File: config.mk
export PLATFORM = sky130hd
export DESIGN_NAME = line_fetch
export DESIGN_NICKNAME = d
export VERILOG_FILES = /design/src/hw/vbus_pkg.sv /design/src/hw/line_fetch.sv
export VERILOG_INCLUDE_DIRS = /design/src /design/src/hw
export SDC_FILE = /design/constraint.sdc
export NUM_CORES = 1
export LEC_CHECK = 0
export BUFFER_PORTS_ARGS = -buffer_cell sky130_fd_sc_hd__buf_2
export CAP_MARGIN = 20
export CORE_UTILIZATION = 42
export CTS_CLUSTER_DIAMETER = 40
export CTS_CLUSTER_SIZE = 16
export DETAILED_ROUTE_END_ITERATION = 10
export HOLD_SLACK_MARGIN = 0.03
export MAX_ROUTING_LAYER = met4
export PLACE_DENSITY = 0.67
export SETUP_SLACK_MARGIN = 0.3
export SLEW_MARGIN = 5
export SYNTH_ARGS = -nofsm -noshare
export SYNTH_HDL_FRONTEND = slang
export SYNTH_SLANG_ARGS = --single-unit
File: constraint.sdc
create_clock -name clk -period 5.6 [get_ports clk]
set_clock_uncertainty 0.2 [all_clocks]
set_input_delay 0.28 -clock clk [delete_from_list [all_inputs] [get_ports clk]]
set_output_delay 0.28 -clock clk [all_outputs]
set_load 0.01 [all_outputs]
File: src/hw/vbus_defines.svh
`ifndef VBUS_DEFINES_SVH
`define VBUS_DEFINES_SVH

// VRAM byte address width as seen by the host
`define VRAM_ADDR_W 19

// Address bits actually backed by RAM, upper bits alias
`define VRAM_DEPTH_LOG2 12

// phi2 divider width
// MSB of the divider is phi2, so the bus period is 2**W clk
`define EXTBUS_CLKDIV_W 4

// Interrupt sources
`define IRQ_W 8

`endif
File: src/hw/vbus_pkg.sv
`default_nettype none

`include "vbus_defines.svh"

package vbus_pkg;

    // VRAM byte address
    typedef logic [`VRAM_ADDR_W-1:0] vram_addr_t;

    // Data byte on host bus and VRAM
    typedef logic [7:0] byte_t;

    // Pointer auto-increment
    typedef logic [3:0] addr_incr_t;

    // Host register index
    typedef logic [2:0] reg_idx_t;

    // One bit per interrupt source
    typedef logic [`IRQ_W-1:0] irq_vec_t;

    // Line fetcher
    typedef enum logic [0:0] {
        FETCH_IDLE,
        FETCH_RUN
    } fetch_state_t;

endpackage

`default_nettype wire

File: src/hw/line_fetch.sv
`default_nettype none

module line_fetch (
    input  wire                     clk,
    input  wire                     rst,

    input  wire                     start,
    input  wire vbus_pkg::vram_addr_t base,
    input  wire vbus_pkg::byte_t    count,

    // Arbiter side
    output logic                    fetch_req,
    output vbus_pkg::vram_addr_t    fetch_addr,
    input  wire                     fetch_gnt,
    input  wire                     fetch_rvalid,
    input  wire vbus_pkg::byte_t    fetch_rddata,

    // Pixel stream
    output vbus_pkg::byte_t         pix_data,
    output logic                    pix_valid,
    output logic                    done
);

    vbus_pkg::fetch_state_t state_q;

    // Requests still to issue and bytes still to come back
    logic [8:0] req_left_q;
    logic [8:0] ret_left_q;
    logic [8:0] run_len;
    logic       last_ret;

    // Count of zero stands for a full 256 bytes
    assign run_len = {(count == 8'd0), count};

    assign fetch_req = (state_q == vbus_pkg::FETCH_RUN) && (req_left_q != 9'd0);

    assign pix_data  = fetch_rddata;
    assign pix_valid = fetch_rvalid && (state_q == vbus_pkg::FETCH_RUN);
    assign last_ret  = pix_valid && (ret_left_q == 9'd1);

    always_ff @(posedge clk or posedge rst) begin
        if (rst) begin
            state_q    <= vbus_pkg::FETCH_IDLE;
            req_left_q <= '0;
            ret_left_q <= '0;
            done       <= 1'b0;
        end else begin
            done <= 1'b0;
            case (state_q)
                vbus_pkg::FETCH_IDLE: begin
                    if (start) begin
                        state_q    <= vbus_pkg::FETCH_RUN;
                        req_left_q <= run_len;
                        ret_left_q <= run_len;
                    end
                end
                vbus_pkg::FETCH_RUN: begin
                    if (fetch_gnt) begin
                        req_left_q <= req_left_q - 1'b1;
                    end
                    if (pix_valid) begin
                        ret_left_q <= ret_left_q - 1'b1;
                    end
                    if (last_ret) begin
                        done    <= 1'b1;
                        state_q <= vbus_pkg::FETCH_IDLE;
                    end
                end
                default: state_q <= vbus_pkg::FETCH_IDLE;
            endcase
        end
    end

    // Next byte address, steps on every grant
    always_ff @(posedge clk) begin
        if (state_q == vbus_pkg::FETCH_IDLE && start) begin
            fetch_addr <= base;
        end else if (fetch_gnt) begin
            fetch_addr <= fetch_addr + 1'b1;
        end
    end

endmodule

`default_nettype wire

==> qor.csv <==
stage;metric;value;unit
final_layout;ANT cells;0;
final_layout;share of cells above drive strength 1;22.4;%
drt;drt drc;0;
grt;GR Overflow Total;0;
sta;fin. max-slew vios;0;
setup_path;Max FO, Critical Path;37;
clock_network;clock sink count;39;
logic_synthesis;Post-synth top flop;dfrtp_1;
setup_path;Setup crit start kind;flop;
pwr;Pint;0.000624;W
logic_synthesis;Mapped Nets;315;
clock_network;CTS Buf Count;5;
logic_synthesis;post-synth top area cell;edfxtp_1;
sta;Least-Margin Pin Slew;1.05;ns
pwr;PwrDens;355;nW/um^2
grt;largest net degree at the start of global routing;38;
sta;post-route setup TNS;0;ns
min_path;Min-Delay Endpoint;fetch_addr[1];
die;# IOs;70;
die;Row Count;27;
clock_network;CTS Buffer Depth;2;
setup_path;reg-to-reg endpoint;fetch_addr[14];
final_layout;Synth-to-Final Area Change;14.5;%
pwr;Tot Pwr;0.000994;W
drt;Routed WL;5220;um
setup_path;Crit path arrival time;2.74;ns
pwr;switching power total;0.000370;W
pwr;Sw Ratio;37.2;%
placement;Final GP Congestion;0.849;
setup_path;worst r2r src;state_q;
final_layout;Layout fillers;561;
sta;worst relative slew slack;29.7;%
clock_network;CTS tree;done;
status;status;finished clean;
logic_synthesis;post-synthesis cell count;271;
logic_synthesis;async set-reset flop share out of synthesis;51.3;%
setup_path;Crit Path Class;flop to flop;
die;Die X-Extent;78.3;um
logic_synthesis;top cell type's share of synthesized area;23.3;%
sta;Final Hold Vio Count;0;
placement;number of port buffers;53;
logic_synthesis;Syn Area/Cell;9.02;sq um
placement;hpwl dp;3820;um
logic_synthesis;Post-synth EDFFs;19;
logic_synthesis;Distinct cells, synth;48;
sta;period utilisation layout;55.1;%
sta;final setup vio count;0;
logic_synthesis;top post-synthesis cells by count;34 x nand2_1, 22 x nor2_1, 20 x dfrtp_1;
grt;total global-route track usage;19.0;%
sta;Tmin final;3.08;ns
pwr;Clk pwr share;19.4;%
pwr;largest vdd supply drop;0.165;mV
logic_synthesis;synth warn;0;
logic_synthesis;synthesized cell area;2440;sq um
setup_path;critical path endpoint category;flop;
drt;DRT iter0 DRCs;72;
sta;RSZ-0062 raised after global routing;false;
die;Die Y;78.3;um
clock_network;clock-pin slew on the worst setup and hold paths;0.08;ns
drt;Routed Antenna Nets;0;
die;die area;6130;sq um
min_path;WHS Path Cells;3;
drt;vias per cell;5.37;
logic_synthesis;ranking of synthesized cells by area;edfxtp_1 23%, dfrtp_1 20%, nand2_1 5.2%, xnor2_1 4.7%, o21ai_0 3.5%;
pwr;Seq pwr share;50.2;%
clock_network;H-Tree Depth;2;
job;max-cap violations;0;
drt;drt first pass iters;4;
grt;initial antenna violation count;0;
min_path;HP Start;base[1];
die;starting density of the core;44.1;%
logic_synthesis;Yosys reg bits;39;
grt;first-pass GRT wire length;8760;um
setup_path;reg2reg path depth;2;
clock_network;clk_lat worst skew;0.29;ns
pwr;P_leak;1.11;nW
final_layout;Nets;356;
die;core area;5540;sq um
logic_synthesis;most frequent cell after synthesis;nand2_1;
setup_path;reg-to-reg setup timing slack;2.52;ns
grt;vias in the first global route;1963;
min_path;worst hold path class;input pin to flop;
pwr;Logic pwr share;30.4;%
clock_network;root cell of the clock tree;clkbuf_8;
setup_path;worst endpoint required time;5.25;ns
drt;Routed WL per cell;13.6;um
logic_synthesis;post-synthesis sequential area ratio;43.8;%
drt;vias post-DR;2069;
sta;Fmax;0.324;GHz
clock_network;Setup Buffers After CTS;0;
==> power groups by stage <==
stage | registers (W) | logic, W | clock network, W
final | 0.000499 | 0.000302 | 0.000193
after global routing | 0.000516 | 0.000346 | 0.000214
after CTS | 0.000499 | 0.000304 | 0.000199
after detailed placement | 0.000504 | 0.000303 | 0
after global placement | 0.000502 | 0.000298 | 0
after floorplan | 0.000485 | 0.000229 | 0
==> critical path, stage by stage (launching register included) <==
cell	delay, ns
dfrtp_1	1.04
nand2b_1	0.71
nand2b_1	0.68
==> through the flow <==
| stage | setup WS, ns | hold slack [ns] | utilization, % | cells | area [sq um] |
|---|---|---|---|---|---|
| after floorplan | 3.59 | 0.0438 | - | 271 | 2440 |
| after global placement | 2.59 | 0.267 | 48.7 | 376 | 2700 |
| after detailed placement | 2.55 | 0.270 | 48.7 | 376 | 2700 |
| after CTS | 2.54 | 0.0406 | 50.5 | 385 | 2800 |
| after global routing | 2.30 | 0.0366 | 50.5 | 385 | 2800 |
| final | 2.52 | 0.0456 | 50.5 | 385 | 2800 |
==> per-layer routing <==
layer  part of all wire [%]  GRT usage, %
met1                     46          23.0
met4                   0.88          7.41
met2                     49          30.8
met5                      0             -
met3                    4.7          4.30
==> registers in the layout, summed over array words and instances, names as in the netlist <==
register and cells:
done 1, req_left_q 9, fetch_addr 19, ret_left_q 9, state_q 1
==> cell type report <==
class / instances / area (sq um) / share of cell area (%)
multi-input combinational: 199 / 1220 / 43.6
sequential: 39 / 1070 / 38.3
timing repair buffer: 55 / 283 / 10.1
tap: 72 / 90.1 / 3.22
clock buffer: 5 / 68.8 / 2.46
inverter: 12 / 45.0 / 1.61
clock inverter: 3 / 20.0 / 0.716
==> logic make-up (layout without fill, tap and decap cells) <==
group                      count (synthesis)  after routing  share of synthesized area (%)
AOI/OAI and AO/OA                         62             62                           16.0
xor gates and xnor gates                  17             17                           6.09
adders and majority gates                  4              4                           2.05
buffers and inverters                     33             75                           6.35
DFF                                       39             39                           43.8
muxes                                      2              2                          0.819
and+or+nand+nor                          114            114                           24.8
==> cells in the final DEF (no fill, tap or decap), types with 4 or more instances in the layout <==
| cell | count |
|---|---|
| clkbuf_8 | 5 |
| nand2b_1 | 4 |
| nor2b_1 | 5 |
| xor2_1 | 4 |
| nor4_1 | 5 |
| a31oi_1 | 6 |
| xnor2_1 | 13 |
| buf_2 | 53 |
| o21ai_0 | 17 |
| edfxtp_1 | 19 |
| nor3_1 | 8 |
| nand3_1 | 11 |
| dfrtp_1 | 20 |
| a211oi_1 | 4 |
| nor2_1 | 22 |
| ha_1 | 4 |
| nand2_1 | 34 |
| a21oi_1 | 15 |
| inv_1 | 12 |
==> worst max path at each step <==
| stage | end | startpoint | cells after the start | slack (ns) |
|---|---|---|---|---|
| floorplan | fetch_req | req_left_q[5] | 3 | 3.59 |
| global placement | fetch_addr[4] | state_q | 2 | 2.59 |
| detailed placement | fetch_addr[4] | state_q | 2 | 2.55 |
| CTS | fetch_addr[4] | state_q | 2 | 2.54 |
| global route | fetch_addr[10] | state_q | 2 | 2.30 |
| finish | fetch_addr[14] | state_q | 2 | 2.52 |
==> what timing repair did <==
item,CTS,global route
endpoints found under the hold margin,20,0
resized for setup,0,0
hold buffers,1,0
Note: power is estimated with default switching activity, not from simulation.
