<file path="config.mk">
export PLATFORM = sky130hd
export DESIGN_NAME = vram_arbiter
export DESIGN_NICKNAME = d
export VERILOG_FILES = /design/src/hw/vbus_pkg.sv /design/src/hw/vram_arbiter.sv
export VERILOG_INCLUDE_DIRS = /design/src /design/src/hw
export SDC_FILE = /design/constraint.sdc
export NUM_CORES = 1
export LEC_CHECK = 0
export ABC_AREA = 1
export BUFFER_PORTS_ARGS = -buffer_cell sky130_fd_sc_hd__buf_4
export CORE_ASPECT_RATIO = 1.1
export CORE_MARGIN = 2
export CORE_UTILIZATION = 25
export CTS_BUF_LIST = sky130_fd_sc_hd__clkbuf_8
export DETAILED_ROUTE_END_ITERATION = 16
export GPL_TIMING_DRIVEN = 0
export MAX_ROUTING_LAYER = met4
export PLACE_DENSITY_LB_ADDON = 0.15
export SYNTH_ARGS = -nofsm -noshare
export SYNTH_HDL_FRONTEND = slang
export SYNTH_SLANG_ARGS = --single-unit
</file>
<file path="constraint.sdc">
create_clock -name clk -period 0.82 [get_ports clk]
set_input_delay 0.123 -clock clk [delete_from_list [all_inputs] [get_ports clk]]
set_output_delay 0.123 -clock clk [all_outputs]
set_load 0.01 [all_outputs]
</file>
<file path="src/hw/vbus_defines.svh">
`ifndef VBUS_DEFINES_SVH
`define VBUS_DEFINES_SVH

// VRAM byte address width as seen by the host
`define VRAM_ADDR_W 19

// Address bits actually backed by RAM, upper bits alias
`define VRAM_DEPTH_LOG2 12

// phi2 divider width
// MSB of the divider is phi2, so the bus period is 2**W clk
`define EXTBUS_CLKDIV_W 4

// Interrupt sources
`define IRQ_W 8

`endif
</file>
<file path="src/hw/vbus_pkg.sv">
`default_nettype none

`include "vbus_defines.svh"

package vbus_pkg;

    // VRAM byte address
    typedef logic [`VRAM_ADDR_W-1:0] vram_addr_t;

    // Data byte on host bus and VRAM
    typedef logic [7:0] byte_t;

    // Pointer auto-increment
    typedef logic [3:0] addr_incr_t;

    // Host register index
    typedef logic [2:0] reg_idx_t;

    // One bit per interrupt source
    typedef logic [`IRQ_W-1:0] irq_vec_t;

    // Line fetcher
    typedef enum logic [0:0] {
        FETCH_IDLE,
        FETCH_RUN
    } fetch_state_t;

endpackage

`default_nettype wire

</file>
<file path="src/hw/vram_arbiter.sv">
`default_nettype none

module vram_arbiter (
    input  wire                       clk,
    input  wire                       rst,

    // CPU master, never stalled
    input  wire vbus_pkg::vram_addr_t cpu_addr,
    input  wire vbus_pkg::byte_t      cpu_wrdata,
    output vbus_pkg::byte_t           cpu_rddata,
    input  wire                       cpu_strobe,
    input  wire                       cpu_write,

    // Line fetcher
    input  wire                       fetch_req,
    input  wire vbus_pkg::vram_addr_t fetch_addr,
    output logic                      fetch_gnt,
    output logic                      fetch_rvalid,
    output vbus_pkg::byte_t           fetch_rddata,

    // RAM port
    output logic                      mem_en,
    output logic                      mem_we,
    output vbus_pkg::vram_addr_t      mem_addr,
    output vbus_pkg::byte_t           mem_wrdata,
    input  wire vbus_pkg::byte_t      mem_rddata
);

    // Owner of the read data coming back next cycle
    logic cpu_rd_q;

    // CPU wins, fetcher gets any idle cycle
    assign fetch_gnt  = fetch_req && !cpu_strobe;

    assign mem_en     = cpu_strobe || fetch_req;
    assign mem_we     = cpu_strobe && cpu_write;
    assign mem_addr   = cpu_strobe ? cpu_addr : fetch_addr;
    assign mem_wrdata = cpu_wrdata;

    always_ff @(posedge clk or posedge rst) begin
        if (rst) begin
            cpu_rd_q     <= 1'b0;
            fetch_rvalid <= 1'b0;
        end else begin
            cpu_rd_q     <= cpu_strobe && !cpu_write;
            fetch_rvalid <= fetch_gnt;
        end
    end

    assign cpu_rddata   = cpu_rd_q     ? mem_rddata : 8'h00;
    assign fetch_rddata = fetch_rvalid ? mem_rddata : 8'h00;

endmodule

`default_nettype wire

</file>
==> run summary, run 1 <==
Slew headroom = 88.80%
Layout Area Growth over Synthesis = 197.8%
Final WS setup = -252.8 ps
initial core utilization = 26.10%
failing checks = setup timing
hold slack = 72.03 ps
antenna violations before repair = 0
Syn Nets = 172
Hold Path Class = in -> reg
gr usage total = 20.50%
initial drt markers = 11
Ports = 106
final setup fails = 17
# DRC = 0
crit path max fanout = 8
drt via density = 4.176
Yosys cell types = 8
Peak Freq = 932.1 MHz
Final Util = 77.72%
Hold EP = cpu_rd_q$_DFF_PP0_
worst slew pin tran = 168.0 ps
P_sw = 0.0003857 W
Synth Register Bits = 2
hold depth = 2
DRT Wirelength = 2620 um
die width = 47.56 um
nets@finish = 278
Reg power frac = 8.9%
Synth Area in Compound Gates = 0%
Pins Over Slew Limit = 0
Leak = 1.003 nW
Die Area = 0.002469 sq mm
Switching Share = 30.33%
fin crit period = 1073 ps
largest family of logic cells by synthesized area = simple AND/OR/NAND/NOR gates
gpl congestion = 0.6562
H-tree depth = 1
CTS tree = built
Logic pwr share = 61.6%
Post-Syn Area = 521.8 sq um
Post-Synth Adder-Cell Area = 0%
register area share after synthesis = 9.592%
via count = 1,023
mux contribution to synthesized area = 0%
WP data required = 700 ps
critical path cell sequence = buf_6, nand2_2, inv_2, buf_6
status = finished, violations left
synth warn = 0
number of port buffers = 97
Antenna Cells = 0
Sink Count = 2
VDD IR max = 0.6830 mV
CP dominant cell by count = buf_6
CORE AREA = 0.001999 sq mm
Final period util = 130.8%
vias in the first global route = 959
Critical Path AT = 950 ps
Mapped Cells = 113
CP startpoint kind = flop
critical path's largest stage delay = 380 ps
largest net degree at the start of global routing = 11
final hold vios = 0
share of layout cells above drive strength 1 = 70.97%
WL/cell = 10.69 um
max-cap viol count = 0
RSZ-0062 raised after global routing = yes
FP Rows = 17
Pwr Density = 818.4 mW/mm^2
Max clock buf depth = 2
Pre-Repair DR Iteration Count = 4
syn avg cell area = 4.617 sq um
XOR/XNOR Fraction of Synth Area = 0%
simple-gate share of the synthesized area = 55.40%
CP Class = reg -> out
total congestion overflow = 0
endpoint type of the worst setup path = output port
DP HPWL = 1957 um
CP max-delay cell = dfrtp_1
Die Height = 51.92 um
CTS Root Cell = clkbuf_8
Num CTS Buffers = 3
Filler cells = 159
Hold Crit Start = cpu_write
global-route wire length before repair = 3670 um
clock-pin transition on the worst setup and hold timing paths = 30 ps
Pint = 0.0008861 W
post-route ant nets = 0
Clk pwr share = 29.5%
-- stage by stage --
stage	setup WS [ps]	power, W	instances	instance area (sq um)	TNS [ps]
after floorplan	18.96	0.0003589	113	521.8	0
after global placement	-55.96	0.0007546	238	1285	-463.7
after detailed placement	-89.41	0.0007696	238	1285	-869.4
after CTS	-245.4	0.001205	242	1433	-3664
after global routing	-288.4	0.001366	245	1554	-4372
final	-252.8	0.001272	245	1554	-3846
-- how the worst max path moves through the flow --
stage,start,to,depth (start not counted)
detailed placement,fetch_rvalid$_DFF_PP0_,fetch_rddata[1],4
global route,fetch_rvalid$_DFF_PP0_,fetch_rddata[2],4
CTS,fetch_rvalid$_DFF_PP0_,fetch_rddata[0],4
floorplan,fetch_rvalid$_DFF_PP0_,fetch_rddata[0],3
global placement,fetch_rvalid$_DFF_PP0_,fetch_rddata[0],4
finish,fetch_rvalid$_DFF_PP0_,fetch_rddata[1],4
-- worst max-delay path: cells and delay by family (launching register included) --
family	cells	cell delay [ps]
and+or+nand+nor	1	70
buffers and inverters	3	290
DFF	1	380
-- synth_stat cells --
cell type	number	area share (%)
inv_1	19	14
dfrtp_1	2	9.6
nor2_1	2	1.4
inv_2	1	0.72
buf_6	2	4.3
buf_2	2	1.9
buf_4	10	14
nand2_1	75	54
-- placed cells by master (no fill, tap or decap) --
master	count
nand2_2	20
buf_4	83
nand2_4	3
dfrtp_1	1
inv_1	8
dfrtp_2	1
nand2_1	52
dlygate4sd3_1	1
inv_2	11
buf_6	31
nor2_2	1
nor2_1	1
inv_6	1
clkbuf_8	3
-- routing by layer --
metal / GRT usage [%] / vias up / wire (um) / share of wire [%]
met2: 39.19 / 64 / 1413 / 54
met4: 6.757 / 0 / 44 / 1.7
met3: 3.125 / 4 / 317 / 12
met5: - / - / 0 / 0
met1: 20.00 / 441 / 844 / 32
li1: - / 514 / - / -
-- what timing repair did --
action                     4_1_cts  5_1_grt
setup buffers                    1        1
hold buffers                     1        0
cloned                           0        2
gates resized for setup         37       36
setup endpoints to repair       18       36
hold endpoints to repair         2        0
pin swaps                       12       16
-- power groups by stage --
stage / sequential (W) / clock (W) / combinational [W]
4_1_cts: 0.000113 / 0.000383 / 0.000709
3_5_place_dp: 0.000107 / 0 / 0.000662
3_3_place_gp: 0.000107 / 0 / 0.000648
6_report: 0.000114 / 0.000375 / 0.000783
2_1_floorplan: 0.000108 / 0 / 0.000251
5_1_grt: 0.000114 / 0.000401 / 0.000851
-- state kept, by name, indices dropped and copies added, names as in the netlist --
| register | count |
|---|---|
| cpu_rd_q | 1 |
| fetch_rvalid | 1 |
-- final cells by class --
class	count	area (sq um)	share of cell area, %
flip-flops and latches	2	51.30	3.301
inverters	20	80.08	5.153
well taps	28	35.03	2.254
multi-input cells	77	364.1	23.43
clock buffers	3	41.29	2.657
repair buffers	102	865.8	55.72
plain buffers	13	116.4	7.488
-- logic make-up after synthesis --
group,count (synthesis)
buf+inv,34
flops,2
simple gates,77
No activity file was read; power rests on OpenSTA's default activity.
==> run 2, diff against run 1 <==
--- a/config.mk
+++ b/config.mk
@@ -16,6 +16,7 @@
 export GPL_TIMING_DRIVEN = 0
 export MAX_ROUTING_LAYER = met4
 export PLACE_DENSITY_LB_ADDON = 0.15
+export RECOVER_POWER = 25
 export SYNTH_ARGS = -nofsm -noshare
 export SYNTH_HDL_FRONTEND = slang
 export SYNTH_SLANG_ARGS = --single-unit
==> run summary, run 2 (synthesis gave the netlist of run 1 again) <==
status = finished, violations left
failing checks = setup timing
via count = 1,021 (-0.20%)
total power = 0.001256 W (-1.2%)
crit path max fanout = 8 (unchanged)
cell area after placement = 0.001285 sq mm (unchanged)
VDD IR max = 0.6825 mV (about the same)
Filler cells = 172 (+8.2%)
final instance area = 0.001525 sq mm (-1.9%)
CP max-delay cell = dfrtp_1
Pins Over Slew Limit = 0 (unchanged)
Peak Freq = 931.8 MHz (about the same)
nets@finish = 278 (unchanged)
total congestion overflow = 0 (unchanged)
Regs by FF count = cpu_rd_q (1), fetch_rvalid (1)
final hold vios = 0 (unchanged)
fin crit period = 1073 ps (+0.2890 ps)
die width = 47.56 um (unchanged)
CP startpoint kind = flop
Die Height = 51.92 um (unchanged)
gr usage total = 20.50% (unchanged)
final setup fails = 21 (+4)
CORE AREA = 0.001999 sq mm (unchanged)
vias in the first global route = 959 (unchanged)
Final period util = 130.9% (about the same)
Buf+Inv Stages, Crit Path = 3 (unchanged)
number of port buffers = 97 (unchanged)
initial drt markers = 8 (-3)
Die Area = 0.002469 sq mm (unchanged)
initial core utilization = 26.10% (unchanged)
CP Class = reg -> out
Layout Area Growth over Synthesis = 192.3%
CP dominant cell by count = buf_6
FP Rows = 17 (unchanged)
Slew headroom = 85.63% (-3.2 points)
setup slack at placement = -89.41 ps (unchanged)
Num CTS Buffers = 3 (unchanged)
Final Util = 76.28% (-1.4 points)
post-route ant nets = 0 (unchanged)
drt via density = 4.167 (-0.20%)
endpoint type of the worst setup path = output port
commonest non-fill, non-tap cell in the layout = buf_4
highest metal used = met4
leading cell types in the layout, fill and taps excluded = 76 x buf_4, 52 x nand2_1, 31 x buf_6
largest net degree at the start of global routing = 11 (unchanged)
DP HPWL = 1957 um (unchanged)
WL met2 = 1404 um (-0.64%)
CTS Root Cell = clkbuf_8
antenna violations before repair = 0 (unchanged)
Antenna Cells = 0 (unchanged)
critical path's largest stage delay = 380 ps (about the same)
global-route wire length before repair = 3670 um (unchanged)
routed wl met3 = 307 um (-3.2%)
Sink Count = 2 (unchanged)
Max clock buf depth = 2 (unchanged)
RSZ-0062 raised after global routing = yes
H-tree depth = 1 (unchanged)
worst slew pin tran = 215.5 ps (+47.50 ps)
WP data required = 700 ps (about the same)
clock-pin transition on the worst setup and hold timing paths = 30 ps (about the same)
Hold Path Class = in -> reg
Pwr Density = 823.5 mW/mm^2 (+0.62%)
Final WS setup = -253.1 ps (-0.2890 ps)
Leak = 0.9776 nW (-2.5%)
# DRC = 0 (unchanged)
critical path cell sequence = buf_6, nand2_2, inv_2, buf_6
Ports = 106 (unchanged)
share of layout cells above drive strength 1 = 67.28% (-3.7 points)
Critical Path AT = 950 ps (about the same)
DRT Wirelength = 2623 um (+0.11%)
Pre-Repair DR Iteration Count = 4 (unchanged)
max-cap viol count = 0 (unchanged)
gpl congestion = 0.6562 (unchanged)
CTS tree = built
WL/cell = 10.71 um (+0.11%)
wire length on met1 = 867 um (+2.7%)
crit-path leading delay family = flip-flops
==> run 2: cell types whose count changed in the layout (fill, tap and decap cells not counted) <==
cell / change
nor2_2: -1
nor2_1: +1
clkbuf_1: +7
buf_4: -7
==> run 2: area by class of cell <==
type	count	area, sq um	area share, %
plain buffers	13	116.4	7.629
clock buffers	3	41.29	2.707
inverters	20	80.08	5.250
multi-input cells	77	361.6	23.71
flip-flops and latches	2	51.30	3.363
well taps	28	35.03	2.297
repair buffers	102	839.6	55.05
==> run 2: worst paths after layout <==
check	start	to	depth (start not counted)
setup / recovery	fetch_rvalid$_DFF_PP0_	fetch_rddata[1]	4
hold / removal	cpu_write	cpu_rd_q$_DFF_PP0_	2
max in group asynchronous	rst	cpu_rd_q$_DFF_PP0_	3
min in group asynchronous	rst	cpu_rd_q$_DFF_PP0_	3
==> run 2: power breakdown <==
group	switching, W	internal [W]
sequential	0.00000852	0.000105
combinational	0.000311	0.000457
clock	0.0000655	0.000309
total	0.000385	0.000871
==> run 2: what timing repair did <==
item,4_1_cts,5_1_grt
hold buffers,1,0
cloned,0,2
hold endpoints to repair,2,0
setup endpoints to repair,18,36
pin swaps,12,16
buffers inserted,1,1
gates resized for setup,37,36
==> run 2: per-stage QoR <==
step / TNS [ps] / hold slack [ps] / std cells
global placement: -463.7 / -17.12 / 238
finish: -4029 / 71.95 / 245
detailed placement: -869.4 / -10.76 / 238
global route: -4791 / 74.20 / 245
CTS: -3664 / 70.97 / 242
floorplan: 0 / -135.8 / 113
==> run 2: layer usage <==
metal / vias up / global-route usage [%]
li1: 515 / -
met1: 438 / 20.00
met2: 64 / 39.19
met3: 4 / 3.125
met4: 0 / 6.757
met5: - / -
